--- config.mk ---
export PLATFORM = sky130hd
export DESIGN_NAME = mult_div
export DESIGN_NICKNAME = d
export VERILOG_FILES = /design/src/rtl/md_data_pkg.sv /design/src/rtl/md_op_pkg.sv /design/src/rtl/div_if.sv /design/src/rtl/div_counter.sv /design/src/rtl/div_datapath.sv /design/src/rtl/div_fsm.sv /design/src/rtl/hilo_regs.sv /design/src/rtl/mult_div.sv /design/src/rtl/mult_pipe.sv
export SDC_FILE = /design/constraint.sdc
export NUM_CORES = 2
export LEC_CHECK = 0
export ABC_AREA = 1
export BUFFER_PORTS_ARGS = -buffer_cell sky130_fd_sc_hd__buf_2
export CORE_MARGIN = 4
export CORE_UTILIZATION = 35
export DETAILED_ROUTE_END_ITERATION = 8
export MAX_ROUTING_LAYER = met4
export PLACE_DENSITY = 0.46
export SLEW_MARGIN = 10
export SYNTH_ARGS = -nofsm -noshare
export SYNTH_HDL_FRONTEND = slang
export SYNTH_HIERARCHICAL = 1
export SYNTH_SLANG_ARGS = --single-unit
--- constraint.sdc ---
create_clock -name clk -period 11.6 [get_ports clk]
set_input_delay 3.48 -clock clk [delete_from_list [all_inputs] [get_ports clk]]
set_output_delay 3.48 -clock clk [all_outputs]
set_load 0.01 [all_outputs]
--- src/rtl/md_data_pkg.sv ---
// multiply-divide data shapes
package md_data_pkg;

    localparam int WORD_W = 32;

    // HI/LO pair, hi in the upper half
    typedef struct packed {
        logic [WORD_W-1:0] hi;
        logic [WORD_W-1:0] lo;
    } hilo_t;

    // per-half write enables
    typedef struct packed {
        logic hi;
        logic lo;
    } hilo_wen_t;

endpackage

--- src/rtl/md_op_pkg.sv ---
// multiply-divide operation codes
// and divider sequencing constants
package md_op_pkg;

    // operation presented by the issuing pipeline
    typedef enum logic [2:0] {
        MD_NONE  = 3'd0,
        MD_MULT  = 3'd1,
        MD_MULTU = 3'd2,
        MD_DIV   = 3'd3,
        MD_DIVU  = 3'd4,
        MD_MTHI  = 3'd5,
        MD_MTLO  = 3'd6
    } md_op_e;

    // divider sequencer states
    typedef enum logic [1:0] {
        DIV_IDLE = 2'd0,
        DIV_RUN  = 2'd1,
        DIV_DONE = 2'd2
    } div_state_e;

    localparam int DIV_STEPS = 32; // one quotient bit per run cycle
    localparam int DIV_CNT_W = 6;

endpackage

--- src/rtl/div_if.sv ---
// divider control and data bundle
interface div_if;
    import md_op_pkg::*;
    import md_data_pkg::*;

    logic                 start;      // one-cycle request from top
    logic                 start_ack;  // start seen while idle
    logic                 running;
    logic                 done;       // results valid this cycle
    logic [DIV_CNT_W-1:0] count;
    logic                 last;       // final run cycle
    logic                 is_signed;
    logic [WORD_W-1:0]    dividend;
    logic [WORD_W-1:0]    divisor;
    logic [WORD_W-1:0]    quotient;
    logic [WORD_W-1:0]    remainder;

    modport fsm (
        input  start, last,
        output start_ack, running, done
    );

    modport counter (
        input  start_ack, running,
        output count, last
    );

    modport datapath (
        input  start_ack, running, done, is_signed, dividend, divisor,
        output quotient, remainder
    );

endinterface

--- src/rtl/div_counter.sv ---
// divider iteration counter
module div_counter (
    input logic    clk,
    input logic    rst_n,
    div_if.counter ports
);
    import md_op_pkg::*;

    always_ff @(posedge clk)
    begin
        if (!rst_n)
            ports.count <= '0;
        else if (ports.start_ack)
            ports.count <= '0; // fresh run
        else if (ports.running)
            ports.count <= ports.count + 1'b1;
    end

    // high during the last of DIV_STEPS run cycles
    assign ports.last = ports.running && (ports.count == DIV_CNT_W'(DIV_STEPS - 1));

endmodule

--- src/rtl/div_datapath.sv ---
// restoring divider datapath
// with sign fix-up and divide-by-zero handling
module div_datapath (
    input logic     clk,
    input logic     rst_n,
    div_if.datapath ports
);
    import md_data_pkg::*;

    logic [WORD_W-1:0] rem_q;     // partial remainder
    logic [WORD_W-1:0] quo_q;     // dividend bits out, quotient bits in
    logic [WORD_W-1:0] dvs_q;     // divisor magnitude
    logic              neg_quo_q;
    logic              neg_rem_q;
    logic              dvs_zero_q;

    logic [WORD_W-1:0] dvd_abs;
    logic [WORD_W-1:0] dvs_abs;
    logic [WORD_W:0]   shifted;
    logic [WORD_W:0]   diff;
    logic              fits;
    logic [WORD_W-1:0] quo_fix;
    logic [WORD_W-1:0] rem_fix;

    // magnitudes, 0x80000000 stays as an unsigned value
    assign dvd_abs = (ports.is_signed && ports.dividend[WORD_W-1]) ?
                     -ports.dividend : ports.dividend;
    assign dvs_abs = (ports.is_signed && ports.divisor[WORD_W-1]) ?
                     -ports.divisor : ports.divisor;

    // one trial subtraction per run cycle
    assign shifted = {rem_q, quo_q[WORD_W-1]};
    assign diff    = shifted - {1'b0, dvs_q};
    assign fits    = (shifted >= {1'b0, dvs_q});

    always_ff @(posedge clk)
    begin
        if (ports.start_ack)
        begin
            rem_q <= '0;
            quo_q <= dvd_abs;
            dvs_q <= dvs_abs;
        end
        else if (ports.running)
        begin
            rem_q <= fits ? diff[WORD_W-1:0] : shifted[WORD_W-1:0];
            quo_q <= {quo_q[WORD_W-2:0], fits};
        end
    end

    always_ff @(posedge clk)
    begin
        if (!rst_n)
        begin
            neg_quo_q  <= 1'b0;
            neg_rem_q  <= 1'b0;
            dvs_zero_q <= 1'b0;
        end
        else if (ports.start_ack)
        begin
            neg_quo_q  <= ports.is_signed &
                          (ports.dividend[WORD_W-1] ^ ports.divisor[WORD_W-1]);
            neg_rem_q  <= ports.is_signed & ports.dividend[WORD_W-1]; // follows dividend
            dvs_zero_q <= (ports.divisor == '0);
        end
    end

    // zero divisor leaves the dividend magnitude in rem_q,
    // so the remainder fix-up already returns the dividend
    assign quo_fix = dvs_zero_q ? '1 : (neg_quo_q ? -quo_q : quo_q);
    assign rem_fix = neg_rem_q ? -rem_q : rem_q;

    assign ports.quotient  = ports.done ? quo_fix : '0;
    assign ports.remainder = ports.done ? rem_fix : '0;

endmodule

--- src/rtl/div_fsm.sv ---
// divider sequencer
module div_fsm (
    input logic clk,
    input logic rst_n,
    div_if.fsm  ports
);
    import md_op_pkg::*;

    div_state_e state;
    div_state_e state_next;

    always_comb
    begin
        state_next = state;
        case (state)
            DIV_IDLE:
            begin
                if (ports.start)
                    state_next = DIV_RUN;
            end
            DIV_RUN:
            begin
                if (ports.last)
                    state_next = DIV_DONE; // leave after final step
            end
            DIV_DONE:
            begin
                state_next = DIV_IDLE;
            end
            default:
            begin
                state_next = DIV_IDLE;
            end
        endcase
    end

    always_ff @(posedge clk)
    begin
        if (!rst_n)
            state <= DIV_IDLE;
        else
            state <= state_next;
    end

    // start only accepted from idle
    assign ports.start_ack = ports.start && (state == DIV_IDLE);
    assign ports.running   = (state == DIV_RUN);
    assign ports.done      = (state == DIV_DONE); // single cycle by construction

endmodule

--- src/rtl/hilo_regs.sv ---
// HI/LO register pair
module hilo_regs (
    input  logic                           clk,
    input  logic                           rst_n,
    input  md_data_pkg::hilo_wen_t         wen,
    input  md_data_pkg::hilo_t             wdata,
    input  logic                           sel_hi,
    output logic [md_data_pkg::WORD_W-1:0] rdata
);
    import md_data_pkg::*;

    logic [WORD_W-1:0] hi_q;
    logic [WORD_W-1:0] lo_q;

    always_ff @(posedge clk)
    begin
        if (!rst_n)
        begin
            hi_q <= '0;
            lo_q <= '0;
        end
        else
        begin
            if (wen.hi)
                hi_q <= wdata.hi;
            if (wen.lo)
                lo_q <= wdata.lo; // halves independent
        end
    end

    assign rdata = sel_hi ? hi_q : lo_q;

endmodule

--- src/rtl/mult_div.sv ---
// multiply-divide unit top
// HI/LO results for a 32-bit MIPS-style core
module mult_div (
    input  logic                           clk,
    input  logic                           rst_n,
    input  md_op_pkg::md_op_e              op,
    input  logic [md_data_pkg::WORD_W-1:0] in0,
    input  logic [md_data_pkg::WORD_W-1:0] in1,
    input  logic                           sel_hi,
    output logic [md_data_pkg::WORD_W-1:0] result,
    output logic                           ready
);
    import md_op_pkg::*;
    import md_data_pkg::*;

    div_if div_bus ();

    logic      mul_issue;
    logic      mul_signed;
    logic      mul_valid;
    hilo_t     mul_product;
    hilo_t     mv_data;   // move stage value
    hilo_wen_t mv_wen;
    hilo_t     wr_data;
    hilo_wen_t wr_wen;

    // ready low from start acceptance until the done write
    assign ready = !(div_bus.running || div_bus.done);

    // decode, nothing issues while ready is low
    assign mul_issue  = ready && ((op == MD_MULT) || (op == MD_MULTU));
    assign mul_signed = (op == MD_MULT);

    assign div_bus.start     = ready && ((op == MD_DIV) || (op == MD_DIVU));
    assign div_bus.is_signed = (op == MD_DIV);
    assign div_bus.dividend  = in0;
    assign div_bus.divisor   = in1;

    mult_pipe u_mult_pipe (
        .clk       (clk),
        .rst_n     (rst_n),
        .in_valid  (mul_issue),
        .is_signed (mul_signed),
        .a         (in0),
        .b         (in1),
        .out_valid (mul_valid),
        .product   (mul_product)
    );

    div_fsm u_div_fsm (
        .clk   (clk),
        .rst_n (rst_n),
        .ports (div_bus.fsm)
    );

    div_counter u_div_counter (
        .clk   (clk),
        .rst_n (rst_n),
        .ports (div_bus.counter)
    );

    div_datapath u_div_datapath (
        .clk   (clk),
        .rst_n (rst_n),
        .ports (div_bus.datapath)
    );

    // mthi/mtlo take in0 for either half
    always_ff @(posedge clk)
    begin
        mv_data.hi <= in0;
        mv_data.lo <= in0;
    end

    always_ff @(posedge clk)
    begin
        if (!rst_n)
            mv_wen <= '0;
        else
        begin
            mv_wen.hi <= ready && (op == MD_MTHI);
            mv_wen.lo <= ready && (op == MD_MTLO);
        end
    end

    // write sources never coincide, divider first anyway
    always_comb
    begin
        if (div_bus.done)
        begin
            wr_wen  = '{hi: 1'b1, lo: 1'b1};
            wr_data = '{hi: div_bus.remainder, lo: div_bus.quotient};
        end
        else if (mul_valid)
        begin
            wr_wen  = '{hi: 1'b1, lo: 1'b1};
            wr_data = mul_product;
        end
        else
        begin
            wr_wen  = mv_wen;
            wr_data = mv_data;
        end
    end

    hilo_regs u_hilo_regs (
        .clk    (clk),
        .rst_n  (rst_n),
        .wen    (wr_wen),
        .wdata  (wr_data),
        .sel_hi (sel_hi),
        .rdata  (result)
    );

endmodule

--- src/rtl/mult_pipe.sv ---
// two-stage 32x32 multiplier
module mult_pipe (
    input  logic                          clk,
    input  logic                          rst_n,
    input  logic                          in_valid,
    input  logic                          is_signed,
    input  logic [md_data_pkg::WORD_W-1:0] a,
    input  logic [md_data_pkg::WORD_W-1:0] b,
    output logic                          out_valid,
    output md_data_pkg::hilo_t            product
);
    import md_data_pkg::*;

    logic signed [WORD_W:0]     a_q;     // 33 bits, sign or zero extended
    logic signed [WORD_W:0]     b_q;
    logic                       valid_q;
    logic signed [2*WORD_W+1:0] full;

    // stage one, operand capture
    always_ff @(posedge clk)
    begin
        a_q <= {is_signed & a[WORD_W-1], a};
        b_q <= {is_signed & b[WORD_W-1], b};
    end

    always_ff @(posedge clk)
    begin
        if (!rst_n)
        begin
            valid_q   <= 1'b0;
            out_valid <= 1'b0;
        end
        else
        begin
            valid_q   <= in_valid;
            out_valid <= valid_q; // second stage follows first
        end
    end

    // 33x33 signed covers both signed and unsigned forms
    assign full = a_q * b_q;

    // stage two, product capture
    always_ff @(posedge clk)
    begin
        product <= full[2*WORD_W-1:0];
    end

endmodule

==> run metrics <==
status=completed; Clock Skew=between 0.03 and 0.04 ns; hold path start=u_mult_pipe/valid_q$_SDFF_PN0_; global-route wire length before repair=324,000 um; type of the worst setup path=in2out; CP Max Fanout=64; top_reg_cell synth=dfxtp_1; vias=between 40,000 and 50,000; Port Buf Inserts=between 100 and 150; clk_lat worst skew=around 0.6 ns; Final setup viols=0; Setup TNS=0 ns; TritonCTS Buffers=43; I/O pin count=between 100 and 150; # hold bufs at CTS=0; Synth Warn #=6; Die ar.=around 0.18 mm2; # clock sinks=~340; ANT nets after route=0; Tmin final=roughly 8.4 ns; antenna violations before repair=12; WP data required=slightly above 8 ns; Synth cell types=55; mapped cell area=between 0.05 and 0.06 mm2; Endpoint, Worst Hold=u_mult_pipe/out_valid$_SDFF_PN0_; First-pass DRT Iterations=7; fmax=around 0.12 GHz; pins over their slew limit=0; Total GRT Usage=0.248; number of enable flip-flop cells after synthesis=64; GP Congestion=about 0.94; worst reg2reg setup slack=about 3.2 ns; routed wire length=213,000 um; Iter 0 DRT Violations=~3,300; Min Hold Slack=a little over 0.4 ns; WL per Instance=approximately 21 um; initial core utilization=0.352; Cells after Synth=8,130; Die H=~420 um; CP Launch Type=primary input; Max H-tree Level=2; nets=roughly 9,500; root buf cell=clkbuf_16; post_cts resized=0; Avg Cell Area, Syn=around 7.3 um2; GRT overflow=0; CTS tree=built; Post-CTS Setup Bufs=0; Hold Vio Cnt, Final=0; Slew @ Worst Pin=1.14 ns; Post-Route Utilization=0.375; post-DP HPWL=around 170,000 um; Die Wd=between 400 and 500 um; vias in the first global route=between 50,000 and 60,000; syn_nets=approximately 9,600; RSZ-0062 raised after global routing=no; Hold/Removal Path Class=reg2reg; CP Capture Type=output pin; arrival time worst endpoint=4.87 ns; crit path launch=sel_hi; via density per instance=between 4 and 5; area grow syn2layout=6.44%; Worst slew margin=0.240; depth of the most critical reg-to-reg path=25; Tcrit/Tclk final=0.720; reg-to-reg startpoint=u_mult_pipe/b_q[4]$_DFF_P_; worst hold stages=2; largest net degree at the start of global routing=73; area of the multi-input gates=0.0425 mm2; MaxCap Viol Count=0; register area=between 0.007 and 0.008 mm2; clock-pin slew on the worst setup and hold paths=0.05 ns; DRC viols=0; asr flop ratio synth=0; post-synthesis sequential area ratio=0.124; row count=151; r2r endpoint=u_mult_pipe/product[57]$_DFF_P_; Fillers=18,200; layout cells sized above 1=0.0566; Yosys reg bits=about 340; core area=0.169 mm2; Clock Tree Buf Depth=3
==> cell usage after synthesis (29+ instances only) <==
library cell | n | area (um2)
a21oi_1 | 139 | 696
buf_2 | 29 | 145
clkbuf_1 | 291 | 1090
dfxtp_1 | 273 | 5470
edfxtp_1 | 64 | 1920
fa_1 | 1126 | 22500
ha_1 | 249 | 3120
inv_1 | 2190 | 8220
nand2_1 | 2421 | 9090
nand2_2 | 48 | 300
nand3_1 | 229 | 1150
nand4_1 | 38 | 238
nor2_1 | 430 | 1610
nor2_2 | 55 | 344
nor3_1 | 51 | 255
o21ai_0 | 138 | 691
o21ai_1 | 46 | 230
xor2_1 | 81 | 709
==> registers in the layout (all words and copies together), names as in the netlist <==
signal	flops
u_hilo_regs/lo_q	32
u_mult_pipe/out_valid	1
u_div_counter/ports.count	6
u_div_datapath/quo_q	32
u_div_datapath/neg_quo_q	1
u_mult_pipe/product	64
mv_data	32
u_hilo_regs/hi_q	32
u_mult_pipe/valid_q	1
u_div_datapath/dvs_zero_q	1
u_mult_pipe/a_q	33
u_div_fsm/state	2
u_div_datapath/dvs_q	32
mv_wen	2
u_mult_pipe/b_q	33
u_div_datapath/rem_q	32
u_div_datapath/neg_rem_q	1
==> critical path, stage by stage <==
cell	delay (ns)
buf_2	0.74
o21ai_0	0.39
buf_2	0.24
==> worst max-delay path by stage <==
stage,end,slack (ns),depth (start not counted)
after floorplan,result[10],4.08,3
after global placement,u_mult_pipe/product[30]$_DFF_P_,3.22,25
after detailed placement,u_mult_pipe/product[57]$_DFF_P_,3.19,25
after CTS,u_mult_pipe/product[57]$_DFF_P_,3.12,25
after global routing,u_mult_pipe/product[53]$_DFF_P_,2.72,26
final,result[0],3.25,3
==> metal layers <==
layer	global-route usage	vias to the layer above	wire [um]
met5	-	-	0
met4	0.0709	0	7280
met3	0.0222	240	9510
met2	0.416	1179	102000
met1	0.321	24300	93700
li1	-	22900	-
==> cells in the final DEF (no fill, tap or decap), types with 4 or more instances in the layout <==
master | netlist | layout
clkinv_1 | 4 | 5
clkbuf_1 | 291 | 5
nand4_1 | 38 | 38
a21o_1 | 4 | 4
nand2_1 | 2421 | 2419
buf_4 | 17 | 90
buf_2 | 29 | 102
o21ai_1 | 46 | 46
edfxtp_1 | 64 | 64
o21a_1 | 6 | 6
a21oi_1 | 139 | 139
inv_1 | 2190 | 2188
nand3_2 | 20 | 20
ha_1 | 249 | 249
dfxtp_2 | 0 | 12
nand3b_1 | 22 | 22
inv_2 | 7 | 9
nor2_4 | 8 | 9
inv_6 | 0 | 6
nand3_1 | 229 | 229
nand2_4 | 6 | 6
or2_2 | 12 | 12
a31oi_1 | 22 | 22
xnor2_1 | 23 | 23
nor2_2 | 55 | 56
nor3_1 | 51 | 51
nor3_2 | 6 | 6
xor2_1 | 81 | 81
o21ai_0 | 138 | 138
bufinv_16 | 0 | 5
nor2_1 | 430 | 428
a21oi_2 | 5 | 5
nor4_1 | 4 | 4
clkbuf_16 | 0 | 45
o21bai_1 | 16 | 16
dfxtp_1 | 273 | 261
fa_1 | 1126 | 1126
nand2_2 | 48 | 50
==> layout make-up <==
cell class	count	area share
antenna	2	0.0000787
timing repair buffer	192	0.0187
inverter	2201	0.130
multi-input combinational	5231	0.668
clock inverter	24	0.00488
sequential	337	0.116
tap	2218	0.0436
clock buffer	52	0.0184
==> per-stage QoR <==
| stage | instances | setup WS (ns) | instance area [um2] |
|---|---|---|---|
| CTS | 10300 | 3.12 | 63600 |
| global placement | 10200 | 3.22 | 62100 |
| floorplan | 8130 | 4.08 | 59700 |
| global route | 10300 | 2.72 | 63600 |
| finish | 10300 | 3.25 | 63600 |
| detailed placement | 10200 | 3.19 | 62100 |
==> cell families after synthesis <==
family / after synthesis / synth area share
flip-flops: 337 / 0.124
AO/OA/AOI/OAI: 391 / 0.0357
adder cells (fa/ha/maj): 1375 / 0.430
buffers and inverters: 2562 / 0.166
AND/OR/NAND/NOR: 3361 / 0.230
XOR/XNOR: 104 / 0.0152
Power is left out: the tool's default activity adds up to more than one toggle a clock period on the data nets, which glitch-free logic cannot reach.
